==> config.mk <==
export PLATFORM = sky130hd
export DESIGN_NAME = armCore
export DESIGN_NICKNAME = d
export VERILOG_FILES = /design/src/verilog/isaPkg.sv /design/src/verilog/pipePkg.sv /design/src/verilog/regfile.sv /design/src/verilog/controller.sv /design/src/verilog/hazardUnit.sv /design/src/verilog/multSequencer.sv /design/src/verilog/multIterCounter.sv /design/src/verilog/multiplier.sv /design/src/verilog/datapath.sv /design/src/verilog/armCore.sv
export VERILOG_INCLUDE_DIRS = /design/src /design/src/verilog
export SDC_FILE = /design/constraint.sdc
export NUM_CORES = 2
export LEC_CHECK = 0
export BUFFER_PORTS_ARGS = -buffer_cell sky130_fd_sc_hd__buf_2
export CAP_MARGIN = 0
export CELL_PAD_IN_SITES_DETAIL_PLACEMENT = 1
export CELL_PAD_IN_SITES_GLOBAL_PLACEMENT = 2
export CORE_MARGIN = 5
export CORE_UTILIZATION = 39
export CTS_CLUSTER_DIAMETER = 40
export DETAILED_ROUTE_END_ITERATION = 8
export PLACE_DENSITY_LB_ADDON = 0.1
export SETUP_SLACK_MARGIN = 0.2
export SYNTH_ARGS = -nofsm -noshare
export SYNTH_HDL_FRONTEND = slang
export SYNTH_HIERARCHICAL = 1
export SYNTH_SLANG_ARGS = --single-unit
==> constraint.sdc <==
create_clock -name clk -period 5.5 [get_ports clk]
set_input_delay 0.55 -clock clk [delete_from_list [all_inputs] [get_ports clk]]
set_output_delay 0.55 -clock clk [all_outputs]
set_load 0.05 [all_outputs]
==> src/verilog/core_params.svh <==
`ifndef CORE_PARAMS_SVH
`define CORE_PARAMS_SVH

// Width of a data word, also the PC width
`define DATA_W 32

// Register indices including r15
`define REG_CNT 16

// One shift-add step per multiplier bit
`define MUL_STEPS `DATA_W

// Word address width of instruction and data memories
`define MEM_AW 8

`endif

==> src/verilog/isaPkg.sv <==
`default_nettype none

`include "core_params.svh"

package isaPkg;

  // Raw instruction word as it comes from fetch
  typedef logic [31:0] instrT;

  // Rn, Rd, Rs and Rm fields
  typedef logic [$clog2(`REG_CNT)-1:0] regIdxT;

  // Data-processing immediate, used without rotation
  typedef logic [7:0] imm8T;

  // Load/store offset, always added to the base
  typedef logic [11:0] imm12T;

  // Opcode field, bits 24:21 of a data-processing word
  typedef enum logic [3:0] {
    AND = 4'b0000,
    SUB = 4'b0010,
    ADD = 4'b0100,
    ORR = 4'b1100,
    MOV = 4'b1101
  } opcodeT;

endpackage

`default_nettype wire

==> src/verilog/pipePkg.sv <==
`default_nettype none

`include "core_params.svh"

package pipePkg;

  // Data word on every operand and result path
  typedef logic [`DATA_W-1:0] wordT;

  // Bypass source, order matches the operand mux inputs
  typedef enum logic [1:0] {
    fwdReg = 2'b00,
    fwdWb  = 2'b01,
    fwdMem = 2'b10
  } fwdSelT;

  typedef enum logic [2:0] {aluAdd, aluSub, aluAnd, aluOrr, aluPassB} aluOpT;

  // Multiply sequencer states
  typedef enum logic [1:0] {mulIdle, mulRun, mulDone} mulStateT;

  // Remaining multiply iterations, holds MUL_STEPS itself
  typedef logic [$clog2(`MUL_STEPS):0] stepCntT;

endpackage

`default_nettype wire

==> src/verilog/regfile.sv <==
`default_nettype none

`include "core_params.svh"

module regfile (
  input  logic           clk,
  input  logic           we3,
  input  isaPkg::regIdxT ra1,
  input  isaPkg::regIdxT ra2,
  input  isaPkg::regIdxT wa3,
  input  pipePkg::wordT  wd3,
  input  pipePkg::wordT  r15,
  output pipePkg::wordT  rd1,
  output pipePkg::wordT  rd2
);

  localparam isaPkg::regIdxT pcIdx = isaPkg::regIdxT'(`REG_CNT - 1);

  // r0 to r14 only, the PC lives in fetch
  pipePkg::wordT regs [`REG_CNT-1];

  // Written on the falling edge
  // decode reads the value writeback produced earlier in the same cycle
  always_ff @(negedge clk) begin
    if (we3) begin
      regs[wa3] <= wd3;
    end
  end

  // r15 reads give PC+8 of the instruction in decode
  assign rd1 = (ra1 == pcIdx) ? r15 : regs[ra1];
  assign rd2 = (ra2 == pcIdx) ? r15 : regs[ra2];

endmodule

`default_nettype wire

==> src/verilog/controller.sv <==
`default_nettype none

module controller (
  input  logic           clk,
  input  logic           rstN,
  input  isaPkg::instrT  instrD,
  input  logic           stallE,
  input  logic           flushE,
  input  logic           stallM,
  output pipePkg::aluOpT aluOpE,
  output logic           aluSrcE,
  output logic           isMulE,
  output logic           memWriteM,
  output logic           memToRegW,
  output logic           regWriteW,
  output logic           memToRegE,
  output logic           regWriteE,
  output logic           regWriteM
);

  logic           decodeValid;
  isaPkg::opcodeT opcodeD;
  logic           isMulD, isDpD, isMemD, isLoadD;
  pipePkg::aluOpT aluOpD;
  logic           aluSrcD, memWriteD, regWriteD;
  logic           memWriteE, memToRegM;

  // Decode register still holds its reset word for one cycle
  always_ff @(posedge clk or negedge rstN) begin
    if (!rstN) begin
      decodeValid <= 1'b0;
    end else begin
      decodeValid <= 1'b1;
    end
  end

  // ========================================================================
  // Decode
  // ========================================================================
  assign opcodeD = isaPkg::opcodeT'(instrD[24:21]);
  // MUL: bits 27:22 clear, 7:4 = 1001
  assign isMulD  = decodeValid && (instrD[27:22] == 6'b0) && (instrD[7:4] == 4'b1001);
  assign isDpD   = decodeValid && (instrD[27:26] == 2'b00) && !isMulD;
  assign isMemD  = decodeValid && (instrD[27:26] == 2'b01);
  assign isLoadD = isMemD && instrD[20];

  always_comb begin
    if (isDpD) begin
      case (opcodeD)
        isaPkg::SUB: aluOpD = pipePkg::aluSub;
        isaPkg::AND: aluOpD = pipePkg::aluAnd;
        isaPkg::ORR: aluOpD = pipePkg::aluOrr;
        isaPkg::MOV: aluOpD = pipePkg::aluPassB;
        default:     aluOpD = pipePkg::aluAdd;
      endcase
    end else begin
      // Base plus offset for loads and stores
      aluOpD = pipePkg::aluAdd;
    end
  end

  // Bit 25 picks the immediate, memory ops always use the offset
  assign aluSrcD   = isMemD || (isDpD && instrD[25]);
  assign memWriteD = isMemD && !instrD[20];
  // STR writes no register
  assign regWriteD = isDpD || isMulD || isLoadD;

  // ========================================================================
  // Execute
  // ========================================================================
  always_ff @(posedge clk or negedge rstN) begin
    if (!rstN) begin
      aluOpE    <= pipePkg::aluAdd;
      aluSrcE   <= 1'b0;
      isMulE    <= 1'b0;
      memWriteE <= 1'b0;
      memToRegE <= 1'b0;
      regWriteE <= 1'b0;
    end else if (flushE) begin
      // Bubble, only the effect bits matter
      isMulE    <= 1'b0;
      memWriteE <= 1'b0;
      memToRegE <= 1'b0;
      regWriteE <= 1'b0;
    end else if (!stallE) begin
      aluOpE    <= aluOpD;
      aluSrcE   <= aluSrcD;
      isMulE    <= isMulD;
      memWriteE <= memWriteD;
      memToRegE <= isLoadD;
      regWriteE <= regWriteD;
    end
  end

  // ========================================================================
  // Memory and writeback
  // ========================================================================
  always_ff @(posedge clk or negedge rstN) begin
    if (!rstN) begin
      memWriteM <= 1'b0;
      memToRegM <= 1'b0;
      regWriteM <= 1'b0;
      memToRegW <= 1'b0;
      regWriteW <= 1'b0;
    end else begin
      // Held execute stage sends a bubble on
      if (!stallM) begin
        memWriteM <= memWriteE && !stallE;
        memToRegM <= memToRegE;
        regWriteM <= regWriteE && !stallE;
      end
      memToRegW <= memToRegM;
      regWriteW <= regWriteM && !stallM;
    end
  end

endmodule

`default_nettype wire

==> src/verilog/hazardUnit.sv <==
`default_nettype none

module hazardUnit (
  input  isaPkg::regIdxT   ra1D,
  input  isaPkg::regIdxT   ra2D,
  input  isaPkg::regIdxT   ra1E,
  input  isaPkg::regIdxT   ra2E,
  input  isaPkg::regIdxT   wa3E,
  input  isaPkg::regIdxT   wa3M,
  input  isaPkg::regIdxT   wa3W,
  input  logic             regWriteE,
  input  logic             regWriteM,
  input  logic             regWriteW,
  input  logic             memToRegE,
  input  logic             mulBusy,
  output pipePkg::fwdSelT  forwardAE,
  output pipePkg::fwdSelT  forwardBE,
  output logic             stallF,
  output logic             stallD,
  output logic             flushE,
  output logic             stallE,
  output logic             stallM
);

  logic ldStall;

  // Youngest producer wins, memory before writeback
  function automatic pipePkg::fwdSelT pickSrc(input isaPkg::regIdxT ra);
    if (regWriteM && (wa3M == ra)) begin
      pickSrc = pipePkg::fwdMem;
    end else if (regWriteW && (wa3W == ra)) begin
      pickSrc = pipePkg::fwdWb;
    end else begin
      pickSrc = pipePkg::fwdReg;
    end
  endfunction

  always_comb begin
    forwardAE = pickSrc(ra1E);
    forwardBE = pickSrc(ra2E);
  end

  // Load in execute feeding decode, data not ready until writeback
  assign ldStall = memToRegE && regWriteE && ((wa3E == ra1D) || (wa3E == ra2D));

  // Multiply holds fetch, decode and execute
  assign stallF = ldStall || mulBusy;
  assign stallD = ldStall || mulBusy;
  assign flushE = ldStall && !mulBusy;
  assign stallE = mulBusy;
  // Memory answers in one cycle, this stage never waits
  assign stallM = 1'b0;

endmodule

`default_nettype wire

==> src/verilog/multSequencer.sv <==
`default_nettype none

module multSequencer (
  input  logic clk,
  input  logic rstN,
  input  logic isMulE,
  input  logic lastStep,
  output logic loadCnt,
  output logic stepEn,
  output logic mulBusy
);

  pipePkg::mulStateT state, stateNext;

  always_ff @(posedge clk or negedge rstN) begin
    if (!rstN) begin
      state <= pipePkg::mulIdle;
    end else begin
      state <= stateNext;
    end
  end

  always_comb begin
    stateNext = state;
    case (state)
      pipePkg::mulIdle: begin
        if (isMulE) begin
          stateNext = pipePkg::mulRun;
        end
      end
      pipePkg::mulRun: begin
        if (lastStep) begin
          stateNext = pipePkg::mulDone;
        end
      end
      // Product ready, execute moves on this cycle
      default: stateNext = pipePkg::mulIdle;
    endcase
  end

  // Operands captured on the first cycle while forwarding is still valid
  assign loadCnt = (state == pipePkg::mulIdle) && isMulE;
  assign stepEn  = (state == pipePkg::mulRun);
  assign mulBusy = loadCnt || stepEn;

endmodule

`default_nettype wire

==> src/verilog/multIterCounter.sv <==
`default_nettype none

`include "core_params.svh"

module multIterCounter (
  input  logic clk,
  input  logic rstN,
  input  logic loadCnt,
  input  logic stepEn,
  output logic lastStep
);

  pipePkg::stepCntT stepsLeft;

  always_ff @(posedge clk or negedge rstN) begin
    if (!rstN) begin
      stepsLeft <= '0;
    end else if (loadCnt) begin
      stepsLeft <= pipePkg::stepCntT'(`MUL_STEPS);
    end else if (stepEn) begin
      stepsLeft <= stepsLeft - 1'b1;
    end
  end

  // One step left, this one ends the run
  assign lastStep = stepEn && (stepsLeft == pipePkg::stepCntT'(1));

endmodule

`default_nettype wire

==> src/verilog/multiplier.sv <==
`default_nettype none

module multiplier (
  input  logic          clk,
  input  logic          rstN,
  input  logic          loadCnt,
  input  logic          stepEn,
  input  pipePkg::wordT multiplicand,
  input  pipePkg::wordT multiplierIn,
  output pipePkg::wordT mulProduct
);

  pipePkg::wordT acc, mcand, mplier;

  always_ff @(posedge clk or negedge rstN) begin
    if (!rstN) begin
      acc    <= '0;
      mcand  <= '0;
      mplier <= '0;
    end else if (loadCnt) begin
      acc    <= '0;
      mcand  <= multiplicand;
      mplier <= multiplierIn;
    end else if (stepEn) begin
      // Add the shifted multiplicand for each set bit
      // bits above 31 drop off, MUL keeps the low word
      if (mplier[0]) begin
        acc <= acc + mcand;
      end
      mcand  <= mcand << 1;
      mplier <= mplier >> 1;
    end
  end

  assign mulProduct = acc;

endmodule

`default_nettype wire

==> src/verilog/datapath.sv <==
`default_nettype none

module datapath (
  input  logic            clk,
  input  logic            rstN,
  output pipePkg::wordT   pcF,
  input  isaPkg::instrT   instrF,
  output isaPkg::instrT   instrD,
  input  pipePkg::aluOpT  aluOpE,
  input  logic            aluSrcE,
  input  logic            isMulE,
  input  logic            memToRegW,
  input  logic            regWriteW,
  input  pipePkg::fwdSelT forwardAE,
  input  pipePkg::fwdSelT forwardBE,
  input  logic            stallF,
  input  logic            stallD,
  input  logic            flushE,
  input  logic            stallE,
  input  logic            stallM,
  output pipePkg::wordT   srcAE,
  output pipePkg::wordT   srcBE,
  input  pipePkg::wordT   mulProduct,
  output pipePkg::wordT   dataAdr,
  output pipePkg::wordT   writeData,
  input  pipePkg::wordT   readData,
  output pipePkg::wordT   resultW,
  output isaPkg::regIdxT  ra1D,
  output isaPkg::regIdxT  ra2D,
  output isaPkg::regIdxT  ra1E,
  output isaPkg::regIdxT  ra2E,
  output isaPkg::regIdxT  wa3E,
  output isaPkg::regIdxT  wa3M,
  output isaPkg::regIdxT  wa3W
);

  pipePkg::wordT  pcPlus4F;
  logic           isMulD, isMemD;
  isaPkg::imm8T   imm8D;
  isaPkg::imm12T  imm12D;
  isaPkg::regIdxT destD;
  pipePkg::wordT  extImmD, rd1D, rd2D;
  pipePkg::wordT  rd1E, rd2E, immE, writeDataE, aluOutE, resultE;
  pipePkg::wordT  aluOutM, writeDataM;
  pipePkg::wordT  aluOutW, readDataW;

  // Operand bypass, same selection on both source paths
  function automatic pipePkg::wordT bypass(
    input pipePkg::fwdSelT sel,
    input pipePkg::wordT   regVal,
    input pipePkg::wordT   wbVal,
    input pipePkg::wordT   memVal
  );
    case (sel)
      pipePkg::fwdWb:  bypass = wbVal;
      pipePkg::fwdMem: bypass = memVal;
      default:         bypass = regVal;
    endcase
  endfunction

  // ========================================================================
  // Fetch
  // ========================================================================
  // PC only steps by four
  assign pcPlus4F = pcF + pipePkg::wordT'(4);

  always_ff @(posedge clk or negedge rstN) begin
    if (!rstN) begin
      pcF <= '0;
    end else if (!stallF) begin
      pcF <= pcPlus4F;
    end
  end

  // ========================================================================
  // Decode
  // ========================================================================
  always_ff @(posedge clk or negedge rstN) begin
    if (!rstN) begin
      instrD <= '0;
    end else if (!stallD) begin
      instrD <= instrF;
    end
  end

  assign isMulD = (instrD[27:22] == 6'b0) && (instrD[7:4] == 4'b1001);
  assign isMemD = (instrD[27:26] == 2'b01);

  // Register addresses by class
  always_comb begin
    if (isMulD) begin
      // MUL Rd, Rm, Rs with Rd in bits 19:16
      ra1D  = instrD[3:0];
      ra2D  = instrD[11:8];
      destD = instrD[19:16];
    end else begin
      ra1D  = instrD[19:16];
      // Store data comes from Rd
      ra2D  = isMemD ? instrD[15:12] : instrD[3:0];
      destD = instrD[15:12];
    end
  end

  assign imm8D   = instrD[7:0];
  assign imm12D  = instrD[11:0];
  assign extImmD = isMemD ? pipePkg::wordT'(imm12D) : pipePkg::wordT'(imm8D);

  // r15 of the decode instruction is fetch PC + 4
  regfile u_regfile (
    .clk (clk),
    .we3 (regWriteW),
    .ra1 (ra1D),
    .ra2 (ra2D),
    .wa3 (wa3W),
    .wd3 (resultW),
    .r15 (pcPlus4F),
    .rd1 (rd1D),
    .rd2 (rd2D)
  );

  // ========================================================================
  // Execute
  // ========================================================================
  always_ff @(posedge clk) begin
    if (!stallE) begin
      rd1E <= rd1D;
      rd2E <= rd2D;
      immE <= extImmD;
    end
  end

  // Address path feeding the hazard comparators
  always_ff @(posedge clk or negedge rstN) begin
    if (!rstN) begin
      ra1E <= '0;
      ra2E <= '0;
      wa3E <= '0;
    end else if (flushE) begin
      ra1E <= '0;
      ra2E <= '0;
      wa3E <= '0;
    end else if (!stallE) begin
      ra1E <= ra1D;
      ra2E <= ra2D;
      wa3E <= destD;
    end
  end

  assign srcAE      = bypass(forwardAE, rd1E, resultW, aluOutM);
  assign writeDataE = bypass(forwardBE, rd2E, resultW, aluOutM);
  assign srcBE      = aluSrcE ? immE : writeDataE;

  always_comb begin
    case (aluOpE)
      pipePkg::aluSub:   aluOutE = srcAE - srcBE;
      pipePkg::aluAnd:   aluOutE = srcAE & srcBE;
      pipePkg::aluOrr:   aluOutE = srcAE | srcBE;
      pipePkg::aluPassB: aluOutE = srcBE;
      default:           aluOutE = srcAE + srcBE;
    endcase
  end

  // Product is final in the cycle execute releases the multiply
  assign resultE = isMulE ? mulProduct : aluOutE;

  // ========================================================================
  // Memory
  // ========================================================================
  always_ff @(posedge clk) begin
    if (!stallM) begin
      aluOutM    <= resultE;
      writeDataM <= writeDataE;
    end
  end

  assign dataAdr   = aluOutM;
  assign writeData = writeDataM;

  // ========================================================================
  // Writeback
  // ========================================================================
  always_ff @(posedge clk) begin
    aluOutW   <= aluOutM;
    readDataW <= readData;
  end

  always_ff @(posedge clk or negedge rstN) begin
    if (!rstN) begin
      wa3M <= '0;
      wa3W <= '0;
    end else begin
      if (!stallM) begin
        wa3M <= wa3E;
      end
      wa3W <= wa3M;
    end
  end

  assign resultW = memToRegW ? readDataW : aluOutW;

endmodule

`default_nettype wire

==> src/verilog/armCore.sv <==
`default_nettype none

module armCore (
  input  logic           clk,
  input  logic           rstN,
  output pipePkg::wordT  pcF,
  input  isaPkg::instrT  instrF,
  output pipePkg::wordT  dataAdr,
  output pipePkg::wordT  writeData,
  output logic           memWrite,
  input  pipePkg::wordT  readData,
  output logic           regWriteW,
  output isaPkg::regIdxT wa3W,
  output pipePkg::wordT  resultW
);

  isaPkg::instrT   instrD;
  pipePkg::aluOpT  aluOpE;
  logic            aluSrcE, isMulE, memToRegW;
  logic            memToRegE, regWriteE, regWriteM;
  pipePkg::fwdSelT forwardAE, forwardBE;
  logic            stallF, stallD, flushE, stallE, stallM;
  isaPkg::regIdxT  ra1D, ra2D, ra1E, ra2E, wa3E, wa3M;
  // Multiply group
  logic            loadCnt, stepEn, mulBusy, lastStep;
  pipePkg::wordT   srcAE, srcBE, mulProduct;

  controller u_controller (
    .clk       (clk),
    .rstN      (rstN),
    .instrD    (instrD),
    .stallE    (stallE),
    .flushE    (flushE),
    .stallM    (stallM),
    .aluOpE    (aluOpE),
    .aluSrcE   (aluSrcE),
    .isMulE    (isMulE),
    .memWriteM (memWrite),
    .memToRegW (memToRegW),
    .regWriteW (regWriteW),
    .memToRegE (memToRegE),
    .regWriteE (regWriteE),
    .regWriteM (regWriteM)
  );

  hazardUnit u_hazardUnit (
    .ra1D      (ra1D),
    .ra2D      (ra2D),
    .ra1E      (ra1E),
    .ra2E      (ra2E),
    .wa3E      (wa3E),
    .wa3M      (wa3M),
    .wa3W      (wa3W),
    .regWriteE (regWriteE),
    .regWriteM (regWriteM),
    .regWriteW (regWriteW),
    .memToRegE (memToRegE),
    .mulBusy   (mulBusy),
    .forwardAE (forwardAE),
    .forwardBE (forwardBE),
    .stallF    (stallF),
    .stallD    (stallD),
    .flushE    (flushE),
    .stallE    (stallE),
    .stallM    (stallM)
  );

  multSequencer u_multSequencer (
    .clk      (clk),
    .rstN     (rstN),
    .isMulE   (isMulE),
    .lastStep (lastStep),
    .loadCnt  (loadCnt),
    .stepEn   (stepEn),
    .mulBusy  (mulBusy)
  );

  multIterCounter u_multIterCounter (
    .clk      (clk),
    .rstN     (rstN),
    .loadCnt  (loadCnt),
    .stepEn   (stepEn),
    .lastStep (lastStep)
  );

  // Rm times Rs, both after bypass
  multiplier u_multiplier (
    .clk          (clk),
    .rstN         (rstN),
    .loadCnt      (loadCnt),
    .stepEn       (stepEn),
    .multiplicand (srcAE),
    .multiplierIn (srcBE),
    .mulProduct   (mulProduct)
  );

  datapath u_datapath (
    .clk        (clk),
    .rstN       (rstN),
    .pcF        (pcF),
    .instrF     (instrF),
    .instrD     (instrD),
    .aluOpE     (aluOpE),
    .aluSrcE    (aluSrcE),
    .isMulE     (isMulE),
    .memToRegW  (memToRegW),
    .regWriteW  (regWriteW),
    .forwardAE  (forwardAE),
    .forwardBE  (forwardBE),
    .stallF     (stallF),
    .stallD     (stallD),
    .flushE     (flushE),
    .stallE     (stallE),
    .stallM     (stallM),
    .srcAE      (srcAE),
    .srcBE      (srcBE),
    .mulProduct (mulProduct),
    .dataAdr    (dataAdr),
    .writeData  (writeData),
    .readData   (readData),
    .resultW    (resultW),
    .ra1D       (ra1D),
    .ra2D       (ra2D),
    .ra1E       (ra1E),
    .ra2E       (ra2E),
    .wa3E       (wa3E),
    .wa3M       (wa3M),
    .wa3W       (wa3W)
  );

endmodule

`default_nettype wire

### Yosys cells after proc, flatten, opt, wreduce, memory -nomap -nowiden

Memory sizes are Yosys's and may differ from the RTL's.
Cells that the tools add are included.

* bits in registers: 402
* output and inout bits: 134
* memories kept: 1
* bits of input ports: 66
* RAM bits: 480
* word-level logic and storage cells: 152

* add/subtract/negate cells: 5
* reductions and logical operators: 38
* bitwise logic cells: 4
* muxes and demuxes: 46
* equal/unequal tests: 26

Memory list
* u_datapath.u_regfile.regs: words 15, bits a word 32, rd ports 2, clocked after memory_dff 0, write ports 1, line regfile.sv:20 `` pipePkg::wordT regs [`REG_CNT-1]; ``

Operators by type and width (count)
* $mux 32: 12
* $pmux 32 s2: 2
* $pmux 32 s4: 1
* $add 32x32->32: 2
* $mux 4: 10
* $add 32x3->32 const B: 1
* $and 32x32->32: 1
* $or 32x32->32: 1
* $sub 32x32->32: 1
* $eq 4x4->1: 6
* $eq 4x4->1 const B: 5
* $logic_and 1x1->1: 20
* $mux 1: 12
* $mux 6: 2
* $pmux 3 s4: 1
* $eq 2x1->1 const B: 4
* $mux 2: 4
* $eq 3x2->1 const B: 2
* $eq 6x1->1 const B: 1
* $logic_not 6->1: 1
* $logic_or 1x1->1: 6
* $ne 2x2->1 const B: 3
* $reduce_and 2->1: 3
* $sub 6x1->6 const B: 1
* other kinds (11): 17

### Longest topological paths before layout

* word-level depth: 10
* depth in mapped cells: 28
* depth with buffers taken out: 26

### Hierarchy

Netlist, hierarchy kept.

By module, submodules not included
* regfile: instances 1, area each 23196.0 um2, sequential area each 14413.8 um2, cells each 1425
* datapath: instances 1, area each 15327.2 um2, sequential area each 7537.2 um2, cells each 1496
* multiplier: instances 1, area each 5791.8 um2, sequential area each 2402.3 um2, cells each 634
* controller: instances 1, area each 629.4 um2, sequential area each 350.3 um2, cells each 59
* hazardUnit: instances 1, area each 314.1 um2, sequential area each 0.0 um2, cells each 43
* multIterCounter: instances 1, area each 306.5 um2, sequential area each 150.1 um2, cells each 28
* multSequencer: instances 1, area each 102.6 um2, sequential area each 50.0 um2, cells each 10

==> out/results.tsv <==
stage	metric	value	unit
placement	Final HPWL DP	125000	um
cells_and_area	fin nets	4822	
worst_setup_path	CP max FO	5	
clocking	Clock Latency Late Sink	0.76	ns
worst_hold_path	worst hold path type	in -> reg	
floorplan	core area	116000	um2
worst_setup_path	WS Path Type	reg -> reg	
floorplan	Chip Width	352	um
worst_setup_path	Req. time, crit path	6.05	ns
cells_and_area	leading cell type in the layout, fill and taps excluded	edfxtp_1	
clocking	CTS tree	yes	
run_status	run status	finished with violations	
route	Antenna Nets Post-Route	0	
route	DR pass1 iterations	5	
placement	GPL Wtd Cong	0.910	
route	DR WL met2	86000	um
global_routing	vias in the first global route	40300	
worst_setup_path	CP Data Arrival Time	6.13	ns
worst_setup_path	crit path launch type	flop	
route	DR WL/cell	28.9	um
global_routing	largest net degree at the start of global routing	115	
global_routing	total track usage	0.292	
route	Via density	5.86	
sta	Max-slew headroom	0.162	
placement	Post-Place Cells	5467	
sta	fmax	0.179	GHz
route	WL met1	77600	um
placement	port bufs	193	
global_routing	Overflow after GRT	0	
worst_setup_path	max incr delay on CP	0.58	ns
floorplan	Die H	352	um
placement	Cell Area, Placed	50100	um2
global_routing	first-pass GRT wire length	265000	um
sta	clk_skew	0.0378	ns
floorplan	starting density of the core	0.392	
placement	pre-CTS setup slack	-0.317	ns
power	total power	25700	uW
clocking	Root Driver	clkbuf_16	
worst_setup_path	most used cell, CP	nor2_2	
cells_and_area	# fillers	12200	
power	Int Pwr	16700	uW
run_status	violated checks	negative setup slack	
worst_setup_path	slowest stage cell on the critical path	or4_4	
clocking	CTS buffer count	153	
cells_and_area	most frequent cells in the layout	edfxtp_1 (620), inv_1 (535), nand2_1 (389)	
clocking	CTS HTree Levels	4	
floorplan	area of the die	124000	um2
route	vias	37100	
global_routing	initial antenna violation count	11	
sta	smallest hold slack	0.0535	ns
sta	fin crit period	5.57	ns
logic_synthesis	Syn Std Cell Area	45500	um2
power	Power Density	438	nW/um2
worst_setup_path	CP endpoint kind	flop	
floorplan	Boundary Pins	200	
route	DRT iter0 DRCs	3323	
power	switching share of power	0.350	
power	P_sw	9020	uW
worst_setup_path	RR Startpoint	u_datapath/wa3W[1]	
worst_setup_path	Worst Setup SP	u_datapath/wa3W[1]	
route	routed wire length	183000	um
sta	Final Hold Fails	0	
floorplan	Rows	125	
sta	final period utilization	1.01	
cells_and_area	post-route cell area	58800	um2
sta	RSZ-0062 raised after global routing	true	
clocking	CTS Buffer Depth	3	
route	Met3 Wirelength	13600	um
sta	Slew Limit Fails	0	
power	Worst IR Drop VDD	0.359	mV
logic_synthesis	Synth Instances	3687	
clocking	clock sinks	880	
route	highest layer used for signal routing	met4	
run	Max-Cap Viols	0	
power	Comb power frac	0.224	
worst_setup_path	WP buf/inv	4	
power	Reg power frac	0.336	
sta	Tightest Pin Transition	1.25	ns
logic_synthesis	syn avg cell area	12.3	um2
worst_hold_path	hold path start	instrF[18]	
logic_synthesis	Yosys warnings	6	
cells_and_area	Syn-to-layout area delta	29.2	%
route	Residual DRC	0	
clocking	clock slew at reported path FFs	0.06	ns
cells_and_area	share of cells above drive strength 1	0.260	
cells_and_area	Final Instance Count excl. Fillers	6334	
sta	Setup violations, final	5	
worst_setup_path	cell family with most CP delay	simple AND/OR/NAND/NOR gates	
power	Leakage	0.0248	uW
sta	final setup margin	-0.0736	ns
power	clock share of power	0.440	
==> state kept, by name, indices dropped and copies added (netlist names), 6 cells and up <==
name / count
u_multiplier/mplier: 32
u_datapath/immE: 12
u_datapath/rd1E: 32
u_datapath/rd2E: 32
u_multIterCounter/stepsLeft: 6
u_multiplier/mulProduct: 32
u_datapath/writeData: 32
u_datapath/readDataW: 32
u_datapath/u_regfile/regs: 480
u_datapath/dataAdr: 32
u_datapath/aluOutW: 32
u_datapath/pcF: 30
u_datapath/instrD: 28
u_multiplier/mcand: 32
==> metrics by stage <==
stage,setup TNS (ns),util
final,-0.274,0.507
after global routing,-2.77,0.507
after CTS,-0.246,0.503
after detailed placement,-2.05,0.432
after global placement,-1.18,0.432
after floorplan,-30.93,-
==> final cells by class <==
| cell class | instances | area (um2) | area share |
|---|---|---|---|
| Sequential cell | 880 | 24800 | 0.422 |
| Tap cell | 1524 | 1910 | 0.0324 |
| Clock buffer | 174 | 4060 | 0.0691 |
| Clock inverter | 592 | 3120 | 0.0530 |
| Inverter | 50 | 190 | 0.00323 |
| Antenna cell | 4 | 10.0 | 0.000170 |
| Multi-Input combinational cell | 2518 | 20300 | 0.345 |
| Timing Repair Buffer | 592 | 4450 | 0.0757 |
==> final timing paths <==
path	end	slack, ns	cells past startpoint
worst max-delay path	u_datapath/dataAdr[26]	-0.07	27
worst min register to register	u_controller/memToRegW	0.38	0
worst min-delay path	u_datapath/instrD[18]	0.05	2
worst max register to register	u_datapath/dataAdr[26]	-0.07	27
min in group asynchronous	u_multiplier/mplier[27]	0.42	2
max in group asynchronous	u_datapath/wa3W[1]	3.84	3
==> repair_timing <==
action / CTS / global route
hold buffers: 60 / 0
setup endpoints to repair: 22 / 25
gates cloned: 0 / 0
buffers inserted: 23 / 15
endpoints found under the hold margin: 141 / 0
resized for setup: 79 / 70
pin swaps: 71 / 47
==> power by group through the flow <==
| stage | clock network (uW) | logic, uW | registers (uW) |
|---|---|---|---|
| floorplan | 517 | 2680 | 8890 |
| global placement | 517 | 5260 | 8700 |
| detailed placement | 517 | 5360 | 8710 |
| CTS | 11600 | 5570 | 8630 |
| global route | 12200 | 6090 | 8660 |
| finish | 11300 | 5770 | 8650 |
==> routing by layer <==
layer | vias to the layer above | track usage
li1 | 16100 | -
met1 | 19200 | 0.384
met2 | 1513 | 0.470
met3 | 308 | 0.0714
met4 | 0 | 0.114
met5 | - | 0
Note: power is estimated with default switching activity, not from simulation.
